==> config.mk <==
export PLATFORM = sky130hd
export DESIGN_NAME = chan_req_port
export DESIGN_NICKNAME = d
export VERILOG_FILES = /design/src/rtl/txn_watch_pkg.sv /design/src/rtl/chan_req_port.sv
export SDC_FILE = /design/constraint.sdc
export NUM_CORES = 1
export LEC_CHECK = 0
export BUFFER_PORTS_ARGS = -buffer_cell sky130_fd_sc_hd__buf_2
export CAP_MARGIN = 20
export CORE_MARGIN = 5
export CORE_UTILIZATION = 40
export CTS_CLUSTER_DIAMETER = 30
export DETAILED_ROUTE_END_ITERATION = 8
export PLACE_DENSITY = 0.71
export RECOVER_POWER = 50
export SLEW_MARGIN = 15
export SYNTH_ARGS = -nofsm -noshare
export SYNTH_HDL_FRONTEND = slang
export SYNTH_SLANG_ARGS = --single-unit
==> constraint.sdc <==
create_clock -name clk -period 4.5 [get_ports clk]
set_input_delay 0.45 -clock clk [delete_from_list [all_inputs] [get_ports clk]]
set_output_delay 0.45 -clock clk [all_outputs]
set_load 0.05 [all_outputs]
==> src/rtl/txn_watch_pkg.sv <==
package txn_watch_pkg;

  // address and data widths of the shared memory.
  parameter int ADDR_W = 8;
  parameter int DATA_W = 32;

  // one client request, as queued and as sent to the memory.
  typedef struct packed {
    logic              valid;
    logic              write;
    logic [ADDR_W-1:0] addr;
    logic [DATA_W-1:0] wdata;
  } mem_req_t;

  // one memory response.
  // write echoes the request, rdata is zero for writes.
  typedef struct packed {
    logic              valid;
    logic              write;
    logic [DATA_W-1:0] rdata;
  } mem_rsp_t;

  // sticky watchdog flags of one channel.
  typedef struct packed {
    logic expired;
    logic done_err;
    logic active_err;
  } wdog_err_t;

endpackage

==> src/rtl/chan_req_port.sv <==
`timescale 1ns/1ps

module chan_req_port #(
  parameter int CREDITS = 2
) (
  input  logic                    clk,
  input  logic                    rst_n,
  input  txn_watch_pkg::mem_req_t client_req,
  input  logic                    grant,
  input  txn_watch_pkg::mem_rsp_t rsp_in,
  output logic                    credit_ret,
  output logic                    arb_req,
  output txn_watch_pkg::mem_req_t head_req,
  output txn_watch_pkg::mem_rsp_t client_rsp
);

  localparam int PTR_W = (CREDITS > 1) ? $clog2(CREDITS) : 1;
  localparam int CNT_W = $clog2(CREDITS + 1);

  txn_watch_pkg::mem_req_t fifo_q [CREDITS];

  logic [PTR_W-1:0] wr_ptr_q;
  logic [PTR_W-1:0] rd_ptr_q;
  logic [CNT_W-1:0] count_q;
  logic             outstanding_q;
  logic             credit_q;
  logic             push;
  logic             pop;
  logic             empty;

  assign push  = client_req.valid;
  assign empty = (count_q == '0);
  // head is only offered with nothing in flight.
  assign arb_req = ~empty & ~outstanding_q;
  assign pop     = grant & arb_req;

  // queue storage, no reset needed on payload.
  always_ff @(posedge clk) begin
    if (push) begin
      fifo_q[wr_ptr_q] <= client_req;
    end
  end

  always_ff @(posedge clk or negedge rst_n) begin
    if (!rst_n) begin
      wr_ptr_q <= '0;
      rd_ptr_q <= '0;
      count_q  <= '0;
    end else begin
      if (push) begin
        wr_ptr_q <= (wr_ptr_q == PTR_W'(CREDITS - 1)) ? '0 : wr_ptr_q + 1'b1;
      end
      if (pop) begin
        rd_ptr_q <= (rd_ptr_q == PTR_W'(CREDITS - 1)) ? '0 : rd_ptr_q + 1'b1;
      end
      case ({push, pop})
        2'b10:   count_q <= count_q + 1'b1;
        2'b01:   count_q <= count_q - 1'b1;
        default: count_q <= count_q;
      endcase
    end
  end

  // one request in flight; cleared by its response.
  always_ff @(posedge clk or negedge rst_n) begin
    if (!rst_n) begin
      outstanding_q <= 1'b0;
      credit_q      <= 1'b0;
    end else begin
      credit_q <= pop;
      if (pop) begin
        outstanding_q <= 1'b1;
      end else if (rsp_in.valid) begin
        outstanding_q <= 1'b0;
      end
    end
  end

  assign credit_ret = credit_q;

  always_comb begin
    head_req       = fifo_q[rd_ptr_q];
    head_req.valid = ~empty;
  end

  // payload is zeroed when there is no response.
  assign client_rsp = rsp_in.valid ? rsp_in : '0;

endmodule

After elaboration in Yosys (flattened, before gate mapping). Memories as Yosys holds them, arrays and structs flattened. Index checks and enable logic that the tools add are counted.

Bits in registers: 6. Bits in writable memories: 84. Input port bits: 79. Output and inout port bits: 78. Logic and storage cells: 27. Memories: 1.

Memories: fifo_q (depth 2, width 42, read ports 1, clocked after Yosys merged registers in 0, wr ports 1, line chan_req_port.sv:20) `txn_watch_pkg::mem_req_t fifo_q [CREDITS];`.

$add $sub $neg: 4. Equal/unequal tests: 2. Multiplexer cells: 8. Bitwise operators: 4. Reduce and logical (&&, ||, !) cells: 3.

Operator list (count): two-way mux 34 bit (1); two-way mux 1 bit (6); case mux 2 bit (2 select lines) (1); nonzero test 2 bit (2); adder 1 bit (second input constant) (2); adder 2 x 1 -> 2 bit (second input constant) (1); AND 1 bit (2); equality test 2 x 1 -> 1 bit (second input constant) (1); equality test 2 bit (second input constant) (1); zero test 2 bit (1); NOT 1 bit (2); subtractor 2 x 1 -> 2 bit (second input constant) (1).

Depth between registers and ports, before layout.
Depth in word-level cells: 6. Mapped depth: 7.

Worst setup path before layout. No wires, ideal clock.

Path type: in2reg. Start point: input client_req[41] (netlist name). End point: memory fifo_q[0][0] (netlist name) (enable). Setup time: 0.440 ns. Arrival time: 2.231 ns. Required time: 4.060 ns. Setup slack: 1.828 ns. Stages on the path: 2. Path buffers: 0. Cell sequence: inv_1 nor2_1.

Word-level cells in the longest chain between the ends: 2.

RTL lines: from (decl) (line chan_req_port.sv:8) `input txn_watch_pkg::mem_req_t client_req,`; two-way mux 1 bit (line chan_req_port.sv:39) `if (push) begin`; two-way mux 1 bit (implied by the code) (line chan_req_port.sv:40) `fifo_q[wr_ptr_q] <= client_req;`; to (decl) (line chan_req_port.sv:20).

Every way passes these cells.

==> results.md <==
- The via count of the first global-routing pass is 2,282.
- The maximum achievable frequency is 308 MHz.
- The maximum number of pins on one net before global-route repair is 42.
- The worst setup path is launched from a register.
- The clock latency of the later-clocked register in the worst-skew pair is 0.34 ns.
- The maximum fanout along the worst path is 27.
- The number of nets in the synthesized netlist is 267.
- The region available for standard cell placement spans 8810 um^2.
- The data arrival at the endpoint of the critical path is 2.80 ns.
- The maximum vdd drop is 0.242 mV.
- For this run, design rule violations remaining after detail routing come to 0.
- The first global-routing pass estimated 11.2 mm of wire.
- The fraction of layout cells with a size suffix above 1 is 54.1%.
- The headroom to the max-slew limit is -56.6%.
- The die covers 11,100 um^2.
- The starting density of the core is 41.4%.
- The worst setup path is captured at an output port.
- The final critical path takes up 72.1% of the cycle.
- The checks that failed: capacitance limit, slew limit.
- TritonCTS built the clock tree.
- The iteration count of the initial detailed-routing pass is 4.
- The port buffer count is 156.
- Counting the fill cells in the layout gives 780.
- The count of pins over their slew limit came to 70.
- The total clock sinks is 88.
- TritonCTS created 9 clock buffers.
- The mapped netlist covers 3640 um^2.
- Power spread over the standard cell area amounts to 672 nW/um^2.
- The clock transition at the register clock pins on the worst setup and hold paths after CTS is 0.08 ns.
- The final cell utilization of the core is 52.7%.
- The number of placement rows is 34.
- The master cell of the clock root buffer is clkbuf_8.
- Synthesis produced 187 cells.
- The run finished, with violations left.
- For the final database, setup skew stands at 0.00888 ns.
- The count of synthesis-stage warnings from yosys is 0.
- For this block, the routed nets add up to 7.05 mm of wire.
- The area added between synthesis and finish is 27.3%.
- In this run the static leakage power is 0.00199 uW.
- The quantity of gates resized following cts is 0.
- The global routing usage summed across all routing layers is 13.0%.
- The die is 105 um wide.
- Setup violations remaining at the end of the flow were counted as 0.
- The total overflow left after global routing is 0.
- The number of primary I/O pins is 157.
- The floorplan step set the die height to 105 um.
- The clock period minus worst slack is 3.25 ns.
- The via count is 2,124.
- Averaged over all synthesized cells, the footprint is 19.5 um^2.
- The number of distinct library cells after synthesis is 18.
- For this block, the initial DRC count from the detailed router was 44.
- In the final routed layout, each cell accounts on average for 15.3 um.
- The area taken by flip-flops and latches is 2610 um^2.
- After synthesis the netlist holds a flip-flop and latch count of 88.
- The pin slew with the least headroom to its limit is 2.35 ns.
- Setup repair after global routing left no endpoint under its margin.
- The number of failing hold endpoints at the final stage is 0.
- The number of hold buffers added after CTS was 1.
- The sequential fraction of the synthesis area is 71.7%.
- At the end of routability-driven placement, the weighted congestion stood at 0.746.
- Overall power consumption after layout is estimated at 3120 uW.
- For this run, the post-layout net count is 428.
- Dividing the detail-routed via count by the number of cells gives 4.61.
- The worst hold slack is 0.293 ns.
- The repair_antennas step left the layout with diodes totalling 0.
- The critical path is of the register to output port type.
- Once detailed placement completed, the half-perimeter wirelength came to 5.28 mm.
- The multi-input combinational cell area is 918 um^2.
- The number of max-capacitance violations reported is 2.
- Counting along the longest clock path gives a buffer depth of 2.
- Buffers added to address setup during post-CTS repair amount to 0.
- After routing, the total negative slack on setup checks comes to 0 ns.
- The data required time at the worst endpoint is 4.05 ns.
- The path class of the tightest hold or removal check is input pin to register.
- The H-tree generated during clock tree synthesis spans 3 levels.
- The number of nets with antenna violations after routing is 0.
- The number of antenna violations at the first check in global routing is 0.
==> per-stage QoR <==
stage	setup WS, ns	instance area, um^2	instances
3_5_place_dp	2.10	4470	444
2_1_floorplan	1.83	3640	187
6_report	1.25	4640	461
3_3_place_gp	2.11	4470	444
4_1_cts	1.71	4670	461
5_1_grt	1.07	4640	461
==> layer usage <==
layer / vias to the layer above / part of all wire (%) / global-route usage, %
li1: 1005 / - / -
met1: 985 / 39 / 14.3
met2: 124 / 50 / 22.9
met3: 10 / 9.7 / 3.73
met4: 0 / 1.7 / 6.19
met5: - / 0 / 0
==> cells by family (layout without fill, tap and decap cells) <==
family / after synthesis / in the layout / synth area share (%)
xor gates and xnor gates: 5 / 5 / 1.20
DFF: 88 / 88 / 71.7
buffers and inverters: 12 / 178 / 3.33
muxes: 41 / 41 / 16.7
AOI/OAI and AO/OA: 2 / 2 / 0.412
and+or+nand+nor: 38 / 38 / 6.32
adders and majority gates: 1 / 1 / 0.343
==> worst paths after layout <==
| check | from | end | slack [ns] | depth (start not counted) |
|---|---|---|---|---|
| hold / removal | client_req[18] | fifo_q[1][18] | 0.29 | 1 |
| max in group asynchronous | rst_n | rd_ptr_q | 3.69 | 2 |
| setup reg to reg | wr_ptr_q | fifo_q[0][3] | 1.85 | 2 |
| min in group asynchronous | rst_n | credit_ret | 0.54 | 2 |
| hold reg to reg | count_q[1] | count_q[1] | 0.51 | 1 |
| setup / recovery | rd_ptr_q | head_req[0] | 1.25 | 3 |
==> layout by cell type, fill, tap and decap left out <==
cell	instances
o21ba_2	1
and2_1	33
clkinv_2	1
clkinv_4	2
edfxtp_1	82
nor2_4	1
xor2_1	2
clkbuf_1	26
dlygate4sd3_1	1
xnor2_1	3
ha_1	1
buf_4	1
or2_2	1
mux2_4	39
mux2_2	2
clkinv_1	2
bufinv_16	1
dfrtp_1	6
nand2_1	1
inv_1	3
buf_2	132
and2_2	1
clkbuf_8	9
nor2_1	1
o21ai_0	1
==> Yosys cell counts <==
master	number	area, um^2
mux2_2	2	22.5
buf_6	1	11.3
o21ai_0	1	5.00
xor2_1	2	17.5
clkbuf_1	3	11.3
mux2_4	39	586
buf_4	1	7.51
or2_2	1	6.26
and2_1	34	213
xnor2_1	3	26.3
o21ba_2	1	10.0
nor2_1	2	7.51
dfrtp_1	6	150
nand2_1	1	3.75
inv_1	3	11.3
buf_12	4	80.1
edfxtp_1	82	2460
ha_1	1	12.5
==> registers in the layout, indices dropped and copies added, names as in the netlist <==
name,count
fifo_q,82
count_q,2
credit_ret,1
outstanding_q,1
rd_ptr_q,1
wr_ptr_q,1
==> report_power, final <==
| group | switching (uW) | internal, uW | total, uW |
|---|---|---|---|
| Sequential | 120 | 1100 | 1220 |
| Clock | 255 | 254 | 509 |
| Combinational | 922 | 468 | 1390 |
==> area by class of cell <==
class,count,area share (%)
clock buffers,10,2.75
clock inverters,6,1.30
inverters,3,0.243
multi-input cells,87,19.8
flip-flops and latches,88,56.3
well taps,108,2.91
repair buffers,159,16.6
==> critical path, cell delays in order (launching register included) <==
cell and delay [ns]:
dfrtp_1 1.41, buf_4 0.46, mux2_2 0.36, buf_2 0.21
Power figures use the tool's default switching activity.
