File: src/rtl/txn_watch_pkg.sv
package txn_watch_pkg;

  // address and data widths of the shared memory.
  parameter int ADDR_W = 8;
  parameter int DATA_W = 32;

  // one client request, as queued and as sent to the memory.
  typedef struct packed {
    logic              valid;
    logic              write;
    logic [ADDR_W-1:0] addr;
    logic [DATA_W-1:0] wdata;
  } mem_req_t;

  // one memory response.
  // write echoes the request, rdata is zero for writes.
  typedef struct packed {
    logic              valid;
    logic              write;
    logic [DATA_W-1:0] rdata;
  } mem_rsp_t;

  // sticky watchdog flags of one channel.
  typedef struct packed {
    logic expired;
    logic done_err;
    logic active_err;
  } wdog_err_t;

endpackage

File: src/rtl/txn_timeout_monitor.sv
`timescale 1ns/1ps

module txn_timeout_monitor #(
  parameter int NUM_CH = 3,
  parameter int CNT_W  = 8
) (
  input  logic                               clk,
  input  logic                               rst_n,
  input  logic [NUM_CH-1:0]                  start,
  input  logic [NUM_CH-1:0][CNT_W-1:0]       budget,
  input  logic [NUM_CH-1:0]                  done,
  input  logic                               stall,
  output txn_watch_pkg::wdog_err_t [NUM_CH-1:0] err
);

  logic [NUM_CH-1:0][CNT_W-1:0] cnt_q;
  logic [NUM_CH-1:0][CNT_W-1:0] cnt_nxt;
  logic [NUM_CH-1:0]            act_q;
  logic [NUM_CH-1:0]            act_nxt;
  logic [NUM_CH-1:0]            err_expire;
  logic [NUM_CH-1:0]            err_done;
  logic [NUM_CH-1:0]            err_active;

  txn_watch_pkg::wdog_err_t [NUM_CH-1:0] err_q;

  always_comb begin
    cnt_nxt    = cnt_q;
    act_nxt    = act_q;
    err_expire = '0;
    err_done   = '0;
    err_active = '0;
    for (int i = 0; i < NUM_CH; i++) begin
      // count down on live cycles until the response shows up.
      if (!stall && !done[i] && (cnt_q[i] != '0)) begin
        cnt_nxt[i]    = cnt_q[i] - 1'b1;
        err_expire[i] = (cnt_q[i] == CNT_W'(1));
      end
      if (done[i]) begin
        cnt_nxt[i]  = '0;
        act_nxt[i]  = 1'b0;
        err_done[i] = ~act_q[i];
      end
      // a new grant wins over a response in the same cycle.
      if (start[i]) begin
        err_active[i] = act_q[i] & ~done[i];
        cnt_nxt[i]    = budget[i];
        act_nxt[i]    = 1'b1;
      end
    end
  end

  always_ff @(posedge clk or negedge rst_n) begin
    if (!rst_n) begin
      cnt_q <= '0;
      act_q <= '0;
      err_q <= '0;
    end else begin
      cnt_q <= cnt_nxt;
      act_q <= act_nxt;
      for (int i = 0; i < NUM_CH; i++) begin
        err_q[i].expired    <= err_q[i].expired    | err_expire[i];
        err_q[i].done_err   <= err_q[i].done_err   | err_done[i];
        err_q[i].active_err <= err_q[i].active_err | err_active[i];
      end
    end
  end

  assign err = err_q;

endmodule

File: config.mk
export PLATFORM = sky130hd
export DESIGN_NAME = txn_timeout_monitor
export DESIGN_NICKNAME = d
export VERILOG_FILES = /design/src/rtl/txn_watch_pkg.sv /design/src/rtl/txn_timeout_monitor.sv
export SDC_FILE = /design/constraint.sdc
export NUM_CORES = 1
export LEC_CHECK = 0
export BUFFER_PORTS_ARGS = -buffer_cell sky130_fd_sc_hd__buf_4
export CORE_ASPECT_RATIO = 0.75
export CORE_MARGIN = 1.5
export CORE_UTILIZATION = 35
export CTS_CLUSTER_DIAMETER = 30
export DETAILED_ROUTE_END_ITERATION = 10
export PLACE_DENSITY_LB_ADDON = 0.15
export SYNTH_ARGS = -nofsm -noshare
export SYNTH_HDL_FRONTEND = slang
export SYNTH_SLANG_ARGS = --single-unit
File: constraint.sdc
create_clock -name clk -period 2 [get_ports clk]
set_input_delay 0.2 -clock clk [delete_from_list [all_inputs] [get_ports clk]]
set_output_delay 0.2 -clock clk [all_outputs]
set_load 0.02 [all_outputs]
-- Word level (Yosys, flattened, before mapping)
Cells that the tools add are included.
- ROM bits: 0
- bits in latches: 0
- bits of input ports: 33
- RAM bits: 0
- memories: 0
- bits in registers: 36
- output and inout bits: 9
- word-level logic and storage cells: 82
- reductions and logical operators: 19
- mux-type cells: 24
- div/mod/pow operators: 0
- $mul: 0
- shifts and indexed selects: 0
- bitwise logic cells: 18
- order comparisons: 0
- add/sub/neg operators: 3
- equal/unequal tests: 3
- operators with widths (cell ; number):
    8-bit 2-to-1 mux ; 9
    8-bit by 1-bit == test with 1-bit output (second input constant) ; 3
    8-bit nonzero test ; 3
    8-bit by 1-bit subtractor with 8-bit output (second input constant) ; 3
    1-bit 2-to-1 mux ; 15
    1-bit OR ; 9
    3-bit nonzero test ; 3
    1-bit logical AND ; 6
    1-bit NOT ; 6
    2-bit nonzero test ; 3
    1-bit zero test ; 4
    1-bit bitwise AND ; 3

-- Logic depth before layout (Yosys ltp)
- depth in word-level cells: 6
- depth in mapped cells: 6
- depth with buffers taken out: 6

-- Worst setup path after synthesis
No wires, ideal clock.
- path kind: register to register
- start point: register cnt_q[0] (netlist name)
- end point: register cnt_q[1] (netlist name)
- data required time: 1910 ps
- clock period less this slack: 1915 ps
- setup time: 90 ps
- arrival time: 1825 ps
- cell stages (with the launch flop): 7
- slack: 85 ps
- buffers on the path: 0
- path through: dfrtp_1 -> inv_1 -> ha_1 -> or3b_2 -> o21a_4 -> mux2_4 -> o31ai_4
- word-level cells in the longest chain between the ends: 4
- elaborated cells on any way between the ends: 7
- classes of those cells: 1 x add/sub; 3 x mux; 3 x reduce/logical
- ends and longest elaborated chain (item ; line ; source):
    from (decl) ; txn_timeout_monitor.sv:16 ; logic [NUM_CH-1:0][CNT_W-1:0] cnt_q;
    from (signal assigned) ; txn_timeout_monitor.sv:58 ; cnt_q <= cnt_nxt;
    8-bit by 1-bit subtractor with 8-bit output ; txn_timeout_monitor.sv:35 ; cnt_nxt[i] = cnt_q[i] - 1'b1;
    8-bit 2-to-1 mux ; txn_timeout_monitor.sv:34 ; if (!stall && !done[i] && (cnt_q[i] != '0)) begin
    8-bit 2-to-1 mux ; txn_timeout_monitor.sv:38 ; if (done[i]) begin
    8-bit 2-to-1 mux ; txn_timeout_monitor.sv:44 ; if (start[i]) begin
Several ways; a longest one is shown, not always the timed one. The select of a mux whose other input is x is not followed.
A chain may end at the register's enable or synchronous reset.

-- Worst setup path after layout
- start point: register cnt_q[16] (netlist name)
- end point: register cnt_q[22] (netlist name)
The elaborated chain is that of the path after synthesis.

==> metrics.cfg <==
[run_status]
run_status = finished clean

[cts]
htreeDepth = 2
clk_pin_slew_ns = 0.08
root_buffer = clkbuf_8
cts_tree = yes
clk-insertion-delay-late_ns = 0.29
clock_sinks = 36
cts_buffers = 5
post_cts_buffers = 0
cts_buffer_depth = 2

[power_and_ir_drop]
total_power_mw = 1.84
leakage_nw = 1.15
power_density_mw_per_mm2 = 707
peakVddDrop_uv = 323

[die]
coreArea_mm2 = 0.00544
io_pins = 42
start_util_pct = 36.8
rows = 23
die_w_um = 90.3
die_area_mm2 = 0.00619
die_h_um = 68.5

[route]
dr_total_vias = 1722
drt_pre_antenna_iters = 4
via_per_inst = 5.16
drt-initial-drc-count = 62
detail-route-antenna-nets = 0
detail_route.wl_per_cell_um = 14.3
drt-total-wl_mm = 4.78
drc = 0

[logic_synthesis]
syn-num-nets = 241
synth.area.top_cells = dfrtp_1, nand2_1, ha_1, mux2i_1, o21ai_0
synth_cells = 202
ys_seq_elements = 36
yosysSeqAreaShare_pct = 45.0
synth_edf_count = 0
synth.cells.most_frequent = dfrtp_1, nand2_1, nor2_1
synth_top_area_share_pct = 45.0
synth_cell_types = 53
yosys_warnings = 0
ys.flop_type = dfrtp_1
syn_area_mm2 = 0.00200
yosysTopAreaCell = dfrtp_1
synth_most_common_cell = dfrtp_1
synth_area_per_cell_um2 = 9.91
async_flop_share_pct = 100

[sta]
skew_ns = 0.00670
relSlewSlack_pct = 60.2
fin_crit_ns = 1.90
finalCritPeriodShare_pct = 94.9
fmax_ghz = 0.527
worst_pin_slew_ns = 0.594
rsz0062_at_grt = false
drv_slew = 0
finalHoldViolCount = 0
setup_ws_ns = 0.101
finalSetupViolCount = 0

[global_route]
grt_pass1_vias = 1618
grt_use_met3_pct = 4.61
busiest_layer = met1
grt_max_degree = 37
global_route.usage.met1_pct = 24.2
grt_usage_pct = 16.5
use_met2_pct = 23.6
antenna_found_initial = 0
overflow = 0
grt_pass1_wl_mm = 7.98

[critical_path]
crit_family = simple AND/OR/NAND/NOR gates
cp_data_arrival_time_ns = 2.07
crit_required_ns = 2.17
critPathMaxStageDelay_ns = 0.46
worstSetupEndpointType = flop
path_max_fanout = 3
crit_buf_inv = 2
cp-start-kind = flop
timing_worst_setup_path_type = flop to flop
cp_slowest_cell = or4b_4
crit_chain = inv_2 -> ha_4 -> or4b_4 -> buf_4 -> or3_1 -> a32o_1

[min_path]
min_path_type = primary input to flop

[cells_and_area]
fin_nets = 297
stdcell_area_mm2 = 0.00260
fin_cells = 334
antenna_cells = 0
area_growth_pct = 29.9
layout-drive-gt1-share_pct = 30.9

[placed_design]
dp_cells = 325
dpl_cell_area_mm2 = 0.00247
dp_hpwl_mm = 3.39
preCtsSetupSlack_ns = -0.00815
place_congestion = 0.764
port_buffers = 41

[flow_run]
max-cap-violations = 0

-- cell type report --
class,count,area (µm²)
clock buffer,8,90.1
fill,535,2840
inverter,11,41.3
multi-input combinational,150,1070
sequential,36,901
tap,75,93.8
timing repair buffer,54,408
-- final timing paths --
check	from	to	slack, ns	cells after the start
min in group asynchronous	rst_n	act_q[2]$_DFFE_PN0P_	0.41	2
max in group asynchronous	rst_n	err[5]$_DFF_PN0_	1.24	2
worst max register to register	cnt_q[16]$_DFFE_PN0P_	cnt_q[22]$_DFFE_PN0P_	0.10	6
worst min register to register	err[0]$_DFF_PN0_	err[0]$_DFF_PN0_	0.47	1
worst min-delay path	budget[12]	cnt_q[12]$_DFFE_PN0P_	0.11	3
worst max-delay path	cnt_q[16]$_DFFE_PN0P_	cnt_q[22]$_DFFE_PN0P_	0.10	6
-- per-layer routing --
layer	part of all wire, %	routed length, µm	up-vias
met5	0	0	-
met4	1.1	53	0
met3	4.3	206	6
met2	41	1980	43
met1	53	2550	799
li1	-	-	874
-- cell families (layout without fill, tap and decap cells) --
family	count (synthesis)	after routing	synth area share, %
flip-flops	36	36	45.0
XOR/XNOR	5	5	2.19
buffers and inverters	16	73	3.00
AO/OA/AOI/OAI	55	55	20.6
AND/OR/NAND/NOR	76	76	21.2
multiplexers	8	8	4.31
adder cells (fa/ha/maj)	6	6	3.75
-- registers in the layout, indices dropped and copies added (netlist names) --
signal / count
act_q: 3
err: 9
cnt_q: 24
-- through the flow --
step	TNS, ns	hold WS (ns)	util, %
after detailed placement	-0.00815	0.199	45.5
final	0	0.108	47.8
after global placement	0	0.196	45.5
after CTS	0	0.0952	47.3
after global routing	0	0.102	47.8
after floorplan	0	-0.0956	-
-- what timing repair did --
| item | 4_1_cts | 5_1_grt |
|---|---|---|
| resized for setup | 1 | 7 |
| hold buffers | 1 | 0 |
| hold endpoints to repair | 36 | 0 |
| setup endpoints to repair | 1 | 5 |
-- cell usage in the layout, fill, tap and decap left out, types with 2 or more instances in the layout --
| cell type | count |
|---|---|
| nor2_1 | 13 |
| a21oi_1 | 5 |
| o21bai_1 | 3 |
| a211oi_1 | 3 |
| or3_1 | 3 |
| nor4_1 | 6 |
| a22oi_1 | 4 |
| nor4_2 | 2 |
| a31o_2 | 5 |
| o22ai_1 | 3 |
| nor4b_1 | 4 |
| clkbuf_1 | 2 |
| dfrtp_1 | 36 |
| xnor2_1 | 2 |
| o211ai_1 | 2 |
| buf_4 | 53 |
| a21o_1 | 3 |
| mux2i_1 | 6 |
| nand2b_1 | 2 |
| nand2_1 | 21 |
| o311ai_0 | 2 |
| inv_2 | 2 |
| ha_1 | 5 |
| inv_1 | 9 |
| a22o_1 | 2 |
| xor2_1 | 3 |
| o21ai_0 | 10 |
| nand3_1 | 4 |
| or2_2 | 2 |
| clkbuf_8 | 6 |
| nor3_1 | 4 |
| nor2b_1 | 4 |
| o31ai_1 | 3 |
-- power by group --
part,switching (mW),internal (mW)
logic,0.221,0.220
clock network,0.265,0.281
registers,0.0598,0.792
total,0.546,1.29
-- worst register-to-register path, cell delays in order (launching register included) --
cell	delay, ns
dfrtp_1	0.39
inv_2	0.09
ha_4	0.13
or4b_4	0.46
buf_4	0.15
or3_1	0.30
a32o_1	0.26
Note: power is estimated with default switching activity, not from simulation.
