$ cat config.mk
export PLATFORM = sky130hd
export DESIGN_NAME = mem_rr_arbiter
export DESIGN_NICKNAME = d
export VERILOG_FILES = /design/src/rtl/txn_watch_pkg.sv /design/src/rtl/mem_rr_arbiter.sv
export SDC_FILE = /design/constraint.sdc
export NUM_CORES = 1
export LEC_CHECK = 0
export ABC_AREA = 0
export BUFFER_PORTS_ARGS = -buffer_cell sky130_fd_sc_hd__buf_4
export CORE_MARGIN = 10
export CORE_UTILIZATION = 36
export CTS_CLUSTER_DIAMETER = 150
export DETAILED_ROUTE_END_ITERATION = 6
export PLACE_DENSITY = 0.95
export RECOVER_POWER = 25
export SYNTH_ARGS = -nofsm -noshare
export SYNTH_HDL_FRONTEND = slang
export SYNTH_SLANG_ARGS = --single-unit
$ cat constraint.sdc
create_clock -name clk -period 7.3 [get_ports clk]
set_clock_uncertainty 0.1 [all_clocks]
set_input_delay 1.825 -clock clk [delete_from_list [all_inputs] [get_ports clk]]
set_output_delay 1.825 -clock clk [all_outputs]
set_load 0.02 [all_outputs]
$ cat src/rtl/txn_watch_pkg.sv
package txn_watch_pkg;

  // address and data widths of the shared memory.
  parameter int ADDR_W = 8;
  parameter int DATA_W = 32;

  // one client request, as queued and as sent to the memory.
  typedef struct packed {
    logic              valid;
    logic              write;
    logic [ADDR_W-1:0] addr;
    logic [DATA_W-1:0] wdata;
  } mem_req_t;

  // one memory response.
  // write echoes the request, rdata is zero for writes.
  typedef struct packed {
    logic              valid;
    logic              write;
    logic [DATA_W-1:0] rdata;
  } mem_rsp_t;

  // sticky watchdog flags of one channel.
  typedef struct packed {
    logic expired;
    logic done_err;
    logic active_err;
  } wdog_err_t;

endpackage

$ cat src/rtl/mem_rr_arbiter.sv
`timescale 1ns/1ps

module mem_rr_arbiter #(
  parameter int NUM_CH = 3
) (
  input  logic                                 clk,
  input  logic                                 rst_n,
  input  logic                                 hold,
  input  logic [NUM_CH-1:0]                    arb_req,
  input  txn_watch_pkg::mem_req_t [NUM_CH-1:0] head_req,
  output logic [NUM_CH-1:0]                    grant,
  output txn_watch_pkg::mem_req_t              mem_req,
  output logic [((NUM_CH > 1) ? $clog2(NUM_CH) : 1)-1:0] mem_ch
);

  localparam int CH_W = (NUM_CH > 1) ? $clog2(NUM_CH) : 1;

  logic [CH_W-1:0] ptr_q;
  logic [CH_W-1:0] win;
  logic            found;
  logic            gnt_any;

  // search from the pointer, wrapping around once.
  always_comb begin
    int idx;
    win   = '0;
    found = 1'b0;
    for (int k = 0; k < NUM_CH; k++) begin
      idx = int'(ptr_q) + k;
      if (idx >= NUM_CH) begin
        idx = idx - NUM_CH;
      end
      if (!found && arb_req[idx]) begin
        found = 1'b1;
        win   = CH_W'(idx);
      end
    end
    gnt_any = found & ~hold;
  end

  always_comb begin
    grant = '0;
    if (gnt_any) begin
      grant[win] = 1'b1;
    end
    mem_req       = head_req[win];
    mem_req.valid = gnt_any;
  end

  assign mem_ch = win;

  // pointer moves just past the last winner.
  always_ff @(posedge clk or negedge rst_n) begin
    if (!rst_n) begin
      ptr_q <= '0;
    end else if (gnt_any) begin
      ptr_q <= (win == CH_W'(NUM_CH - 1)) ? '0 : win + 1'b1;
    end
  end

endmodule

## After elaboration in Yosys (flattened, before gate mapping)

Cells that the tools add are included.

- Flip-flop bits (word level): 2
- Input port bits: 132
- Word-level logic and storage cells: 47

- $add $sub $neg: 6
- Magnitude comparators: 8
- Equality and inequality tests: 1
- Mux-type cells: 24
- Bitwise gates (word level): 2
- Reduce and logical (&&, ||, !) cells: 5

Operator list:

| kind | number |
|---|---|
| $lt A32 B4 Y1 const B | 3 |
| $mux W32 | 3 |
| $bmux W42 S2 | 1 |
| $mux W41 | 1 |
| $mux W1 | 10 |
| $mux W2 | 4 |
| $sub A3 B2 Y4 const B | 2 |
| $bmux W1 S2 | 3 |
| $ge A3 B2 Y1 const B | 2 |
| $add A2 B1 Y3 const B | 1 |
| $add A2 B2 Y3 const B | 1 |
| $logic_and A1 B1 Y1 | 3 |
| $lt A2 B3 Y1 const B | 1 |
| $mux W3 | 1 |
| $sub A2 B2 Y3 const B | 1 |
| $add A2 B1 Y2 const B | 1 |
| $demux W1 S2 | 1 |
| $eq A2 B2 Y1 const B | 1 |
| $ge A2 B1 Y1 const B | 1 |
| $ge A2 B2 Y1 const B | 1 |
| $logic_not A1 Y1 | 2 |
| $and A1 B1 Y1 | 1 |
| $not A1 Y1 | 1 |

## Longest topological paths before layout

Gate-level depths: netlist of the first run.

- Depth in word-level cells: 17
- Mapped depth: 10
- Gate-level depth less buffers: 8

## Least setup slack after synthesis of the first run

No wires, ideal clock.

- Path type: in2out
- From: input arb_req[2]
- To: output grant[0]
- Arrival time: 3.376 ns
- Required time: 5.375 ns
- Path slack: 1.999 ns
- Stages: 6
- Buffers on the path: 1
- Path through: buf_2 -> mux2_4 -> mux2_2 -> nor3_1 -> a21oi_4 -> nor4_2

- Cells in the longest elaborated chain, start to end: 15
- Elaborated cells between the ends (all ways): 26

Ends and longest elaborated chain:

| item | RTL line | RTL |
|---|---|---|
| from (decl) | mem_rr_arbiter.sv:9 | `input logic [NUM_CH-1:0] arb_req,` |
| $bmux W1 S2 | mem_rr_arbiter.sv:33 | `if (!found && arb_req[idx]) begin` |
| $mux W1 (implied by the code) (2 in series) | mem_rr_arbiter.sv:33 |  |
| $mux W1 | mem_rr_arbiter.sv:33 |  |
| $logic_not A1 Y1 | mem_rr_arbiter.sv:33 |  |
| $logic_and A1 B1 Y1 | mem_rr_arbiter.sv:33 |  |
| $mux W1 | mem_rr_arbiter.sv:33 |  |
| $logic_not A1 Y1 | mem_rr_arbiter.sv:33 |  |
| $logic_and A1 B1 Y1 | mem_rr_arbiter.sv:33 |  |
| $mux W2 * | mem_rr_arbiter.sv:33 |  |
| named net mem_ch (one bit) | mem_rr_arbiter.sv:13 | `output logic [((NUM_CH > 1) ? $clog2(NUM_CH) : 1)-1:0] mem_ch` |
| $lt A2 B3 Y1 (implied by the code) or $ge A2 B1 Y1 (tied branches) | mem_rr_arbiter.sv:44 | `grant[win] = 1'b1;` |
| $logic_and A1 B1 Y1 (implied by the code) | mem_rr_arbiter.sv:44 |  |
| $mux W1 (implied by the code) | mem_rr_arbiter.sv:44 |  |
| $demux W1 S2 * | mem_rr_arbiter.sv:44 |  |
| $mux W3 * | mem_rr_arbiter.sv:43 | `if (gnt_any) begin` |
| to (decl) | mem_rr_arbiter.sv:11 | `output logic [NUM_CH-1:0] grant,` |

Mark *: on every way through the listed nets, which the timed path passes. The rest lies on a longest branch. The select of a mux whose other input is x is not followed.

==> impl_metrics.yaml, run 1 <==
timing:
  relSlewSlack_pct: 5.605
  fin_ws_ps: 1148
  setup_viol: 0
  max_freq_ghz: 0.1625
  worst_hold_slack_ps: 511.5
  fin_tns_setup_ps: 0
  hold_violations: 0
  rsz0062_at_grt: "false"
  fin_crit_sh_pct: 84.28
  post-route-min-period_ps: 6152
  slew_viol_final: 0
  worstMarginPinSlew_ps: 1414
yosys:
  synth.most_common_cell: "nor2_1"
  async_flop_share_pct: 100.0
  yosys_warnings: 0
  syn-instance-count: 248
  synth_cell_types: 38
  syn_avg_cell_area_um2: 5.746
  synth.top_cell.area_share_pct: 18.00
  syn_nets: 384
  yosysTopAreaCell: "a31oi_1"
  synth_seq_cells: 2
  synth_edf_count: 0
  synth_area_leaders: "a31oi_1, a21oi_1, o21ai_0"
  seq_area_frac_synth_pct: 3.512
  ys.flop_type: "dfrtp_1"
  synthTopCellsByCount: "nor2_1, a21oi_1, a31oi_1"
  netlist_area_um2: 1425
route:
  firstDrtPassIters: 4
  dr.first_iter.drc_count: 185
  dr_total_vias: 2533
  ant_nets: 0
  drt-total-wl_um: 8391
  post_drt_wl_per_cell_um: 18.69
  drc: 0
  vias_per_cell: 5.641
hold_path:
  hold_class: "reg -> reg"
placement:
  place_congestion: 0.8797
  dp_slack_ps: 1642
  io_buffers: 175
  dp_hpwl_um: 6699
clocking:
  post-cts-setup-buffers: 0
  cts_tree: "built"
  cts_hold_buf: 0
  cts_made_buffers: 3
  h-tree-depth: 1
  cts-root-buf: "clkbuf_8"
  insertion_delay_ps: 210
  clockBufferDepth: 2
  cts_num_sinks: 2
  cts.repair.resized: 0
  path_clk_slew_ps: 30
setup_path:
  cp-end-kind: "primary output"
  cp_max_fo: 45
  required_ps: 5380
  worstSetupPathType: "in -> out"
  cp-start-kind: "primary input"
  cp.arrival_ps: 4230
global_routing:
  grt_max_degree: 46
  grt_use_total_pct: 21.69
  overflow: 0
  antenna_found_initial: 0
  grt_pass1_wl_um: 12940
  grt_pass1_vias: 2498
final_layout:
  final_util_pct: 72.29
  n_antenna_cell: 0
  reg_top3: "ptr_q (2)"
  nNetsFinal: 539
  syn_to_final_growth_pct: 89.90
  drive_above_1_share_pct: 46.13
  top_register: "ptr_q"
  largest_reg_flops: 2
floorplan:
  rows: 22
  die_y_um: 82.92
  coreArea_um2: 3744
  initial_utilization_pct: 38.07
  die-area_um2: 6875
  pin_count: 179
  die_w_um: 82.92
power:
  p_leak_nw: 1.289
  p_per_area_nw_per_um2: 565.8
  max-vdd-ir-drop_mv: 0.4106
outcome:
  status: "completed"
job:
  max_cap_viol_count: 0
final cells by class:
class	count	area, um^2
tap	48	60.06
sequential	2	50.05
clock buffer	3	41.29
multi-input combinational	211	1207
timing repair buffer	180	1329
fill	315	1037
inverter	5	18.77
cell families (layout without fill, tap and decap cells):
| logic type | Yosys count | in the layout | share of synthesized area [%] |
|---|---|---|---|
| AOI/OAI and AO/OA | 136 | 136 | 55.66 |
| adders and majority gates | 4 | 4 | 3.512 |
| buffers and inverters | 35 | 188 | 10.80 |
| DFF | 2 | 2 | 3.512 |
| muxes | 5 | 5 | 4.038 |
| and+or+nand+nor | 66 | 66 | 22.48 |
routing by layer:
layer	track usage, %	wire [um]	vias up
met4	6.000	142	0
met2	37.15	4126	156
li1	-	-	1230
met5	0	0	-
met3	9.082	1070	12
met1	23.81	3052	1135
through the flow:
| stage | std cells | power [mW] | area (um^2) |
|---|---|---|---|
| after CTS | 449 | 1.563 | 2745 |
| after global routing | 449 | 1.649 | 2706 |
| after floorplan | 248 | 0.9601 | 1425 |
| after detailed placement | 446 | 1.515 | 2704 |
| after global placement | 446 | 1.497 | 2704 |
| final | 449 | 1.531 | 2706 |
final timing paths:
kind                             from          end  cells past startpoint  slack [ps]
hold reg to reg              ptr_q[0]     ptr_q[0]                      2         510
max in group asynchronous       rst_n     ptr_q[1]                      1        5680
setup reg to reg             ptr_q[1]     ptr_q[1]                      8        4230
setup / recovery           arb_req[1]  mem_req[27]                      8        1150
hold / removal               ptr_q[0]     ptr_q[0]                      2         510
min in group asynchronous       rst_n     ptr_q[0]                      1        1290
critical path, stage by stage:
cell and delay, ps:
clkbuf_1 140, nor2b_1 190, nor3b_1 350, a32oi_4 150
inv_1 1040, a31oi_1 70, a21oi_1 200, clkbuf_1 250
power breakdown:
group	leakage [nW]	switching (mW)	internal [mW]
Sequential	0.0253	0.00460	0.0162
Clock	0.0216	0.00812	0.0348
Combinational	1.24	0.902	0.565
Total	1.29	0.915	0.616
placed cells by master (no fill, tap or decap), types with 2 or more instances in the layout:
master and n:
a21oi_1 43, a31oi_1 41, and3_1 2, buf_4 174
clkbuf_1 6, clkbuf_8 3, dfrtp_1 2, ha_1 4
inv_1 5, mux2i_1 2, nand3b_1 3, nor2_1 45
nor2b_1 2, nor3_1 3, nor3b_1 2, o211ai_1 2
o21ai_0 37, o21ai_1 8
Note: power is estimated with default switching activity, not from simulation.
==> run 2: changes to the inputs <==
--- a/config.mk
+++ b/config.mk
@@ -5,13 +5,13 @@
 export SDC_FILE = /design/constraint.sdc
 export NUM_CORES = 1
 export LEC_CHECK = 0
-export ABC_AREA = 0
+export ABC_AREA = 1
 export BUFFER_PORTS_ARGS = -buffer_cell sky130_fd_sc_hd__buf_4
 export CORE_MARGIN = 10
 export CORE_UTILIZATION = 36
 export CTS_CLUSTER_DIAMETER = 150
 export DETAILED_ROUTE_END_ITERATION = 6
-export PLACE_DENSITY = 0.95
+export PLACE_DENSITY = 0.9
 export RECOVER_POWER = 25
 export SYNTH_ARGS = -nofsm -noshare
 export SYNTH_HDL_FRONTEND = slang
==> constraint.sdc (replaced) <==
create_clock -name clk -period 6.4 [get_ports clk]
set_clock_uncertainty 0.1 [all_clocks]
set_input_delay 1.6 -clock clk [delete_from_list [all_inputs] [get_ports clk]]
set_output_delay 1.6 -clock clk [all_outputs]
set_load 0.02 [all_outputs]
==> run 2 against run 1 <==
Against the previous run: die area is 16% higher; routed wire length is 5.3% lower; sequential share of layout area is 0.18 points lower; utilization is 8.5 points lower; final area is 11% higher; register-to-register slack worse by 950 ps; final cell count is 31% higher; synthesized cell count is 50% higher; non-clock buffer count is 3 lower; global-route usage is 3.7 points lower; critical endpoint is now mem_req[16]; largest power group unchanged.
==> impl_metrics.yaml, run 2 <==
outcome:
  status: "completed"
clocking:
  post-cts-setup-buffers: 0
  cts_hold_buf: 0
  cts_tree: "built"
  cts_made_buffers: 3
  cts-root-buf: "clkbuf_8"
  clockBufferDepth: 2
  cts_num_sinks: 2
  path_clk_slew_ps: 30
  h-tree-depth: 1
  insertion_delay_ps: 210
  cts.repair.resized: 0
yosys:
  ys.flop_type: "dfrtp_1"
  syn_nets: 509
  synth_seq_cells: 2
  synthTopCellsByCount: "nand2_1, inv_1, nand3_1"
  yosys_warnings: 0
  synth.most_common_cell: "nand2_1"
  syn-instance-count: 373
  yosysTopAreaCell: "nand2_1"
  synth_edf_count: 0
  seq_area_frac_synth_pct: 2.894
  synth_cell_types: 21
  synth.top_cell.area_share_pct: 31.04
  netlist_area_um2: 1729
  async_flop_share_pct: 100.0
  syn_avg_cell_area_um2: 4.636
  synth_area_leaders: "nand2_1, nand3_1, inv_1"
floorplan:
  initial_utilization_pct: 36.85
  rows: 25
  die_w_um: 89.31
  coreArea_um2: 4692
  die-area_um2: 7975
  pin_count: 179
  die_y_um: 89.31
setup_path:
  cp.arrival_ps: 4090
  cp_cell_sequence: "buf_4 > nand2_1 > nand2_1 > a21oi_1 > nand3_2 > nand2_1 > nand2_2 > inv_1 > nand2_1 > nand2_1 > clkbuf_1"
  reg2reg_slack_ps: 3280
  cp_common_cell: "nand2_1"
  cp-start-kind: "primary input"
  r2r_cells: 9
  required_ps: 4700
  r2r-end: "ptr_q[0]"
  r2r-start: "ptr_q[0]"
  critPathTopFamily: "buffers and inverters"
  slowest_delay_ps: 960
  cp_max_fo: 42
  slowest_stage: "inv_1"
  worstSetupPathType: "in -> out"
  cp-end-kind: "primary output"
  path_buf_inv: 3
power:
  p_leak_nw: 2.035
  max-vdd-ir-drop_mv: 0.4793
  power_mw: 2.344
  p_per_area_nw_per_um2: 783.3
global_routing:
  grt_pass1_wl_um: 11820
  grt_max_degree: 45
  grt_use_total_pct: 18.01
  antenna_found_initial: 0
  overflow: 0
  grt_pass1_vias: 2610
route:
  ant_nets: 0
  dr_total_vias: 2734
  vias_per_cell: 4.666
  dr.first_iter.drc_count: 134
  drt-total-wl_um: 7946
  drc: 0
  firstDrtPassIters: 4
  post_drt_wl_per_cell_um: 13.56
timing:
  slew_viol_final: 0
  max_freq_ghz: 0.1727
  fin_crit_sh_pct: 90.46
  fin_tns_setup_ps: 0
  post-route-min-period_ps: 5790
  setup_viol: 0
  rsz0062_at_grt: "false"
  relSlewSlack_pct: 9.224
  worstMarginPinSlew_ps: 1360
  hold_violations: 0
final_layout:
  final_cell_mix: "buf_4, nand2_1, inv_1"
  syn_to_final_growth_pct: 73.08
  nNetsFinal: 670
  reg_top3: "ptr_q (2)"
  drive_above_1_share_pct: 34.77
  final_util_pct: 63.79
  n_antenna_cell: 0
  largest_reg_flops: 2
  design_area_um2: 2993
  top_register: "ptr_q"
  final_common_cell: "buf_4"
placement:
  dp_hpwl_um: 6319
  io_buffers: 175
  place_congestion: 0.9126
  place_area_um2: 2984
hold_path:
  min_to: "ptr_q[1]"
  min_from: "ptr_q[1]"
  hold_depth: 2
  hold_class: "reg -> reg"
job:
  max_cap_viol_count: 0
run 2: cell count changes in the layout (fill, tap and decap cells not counted), sizes merged, moves of 41 or more:
| cell | previous run | this run |
|---|---|---|
| nand2 | 1 | 147 |
| a31oi | 41 | 0 |
| nor2 | 46 | 5 |
| a21oi | 43 | 1 |
| inv | 5 | 95 |
| nand3 | 1 | 91 |
| o21ai | 45 | 2 |
run 2: cell type report:
class / instances / area [um^2]
fillers: 437 / 1699
repair buffers: 177 / 1308
multi-input cells: 255 / 1170
inverters: 95 / 356.6
well taps: 54 / 67.56
flip-flops and latches: 2 / 50.05
clock buffers: 3 / 41.29
run 2: per-stage QoR:
stage                     hold WS [ps]  std cells  setup WS [ps]
after global placement           425.2        583          975.1
after floorplan                  399.3        373           1994
after CTS                        462.0        586          942.1
after detailed placement         455.0        583          960.7
final                            452.3        586          610.3
after global routing             496.8        586          367.9
run 2: report_power, final:
part	switching [mW]	total (mW)	internal (mW)
clock	0.00940	0.0491	0.0397
combinational	1.45	2.27	0.819
sequential	0.00487	0.0236	0.0188
run 2: cell families after synthesis:
logic type,Yosys count,share of synthesized area [%]
buf+inv,116,28.80
fa+ha+maj,4,2.894
compound gates,5,2.388
flops,2,2.894
simple gates,246,63.02
run 2: how the worst max path moves through the flow:
stage / cells past startpoint / end / slack (ps) / start
finish: 11 / mem_req[16] / 610 / arb_req[1]
global route: 10 / mem_req[18] / 370 / arb_req[1]
CTS: 10 / mem_req[5] / 940 / arb_req[1]
detailed placement: 10 / mem_req[5] / 960 / arb_req[1]
global placement: 10 / mem_req[11] / 980 / arb_req[1]
floorplan: 10 / mem_req[1] / 1990 / arb_req[1]
run 2: routing by layer:
metal,up-vias,track usage (%),share of wire (%)
li1,1432,-,-
met1,1164,20.19,38
met2,130,31.49,49
met3,8,6.290,12
met4,0,4.769,1.3
met5,-,0,0
run 2: worst register-to-register path, stage by stage, from the launching register on:
cell     delay (ps)
dfrtp_1         360
inv_1            80
ha_1            360
nand2_1         100
nand2_1          60
a21oi_1         440
nand4_4         640
nand2_4         660
nand3_1         150
o21ai_1         110
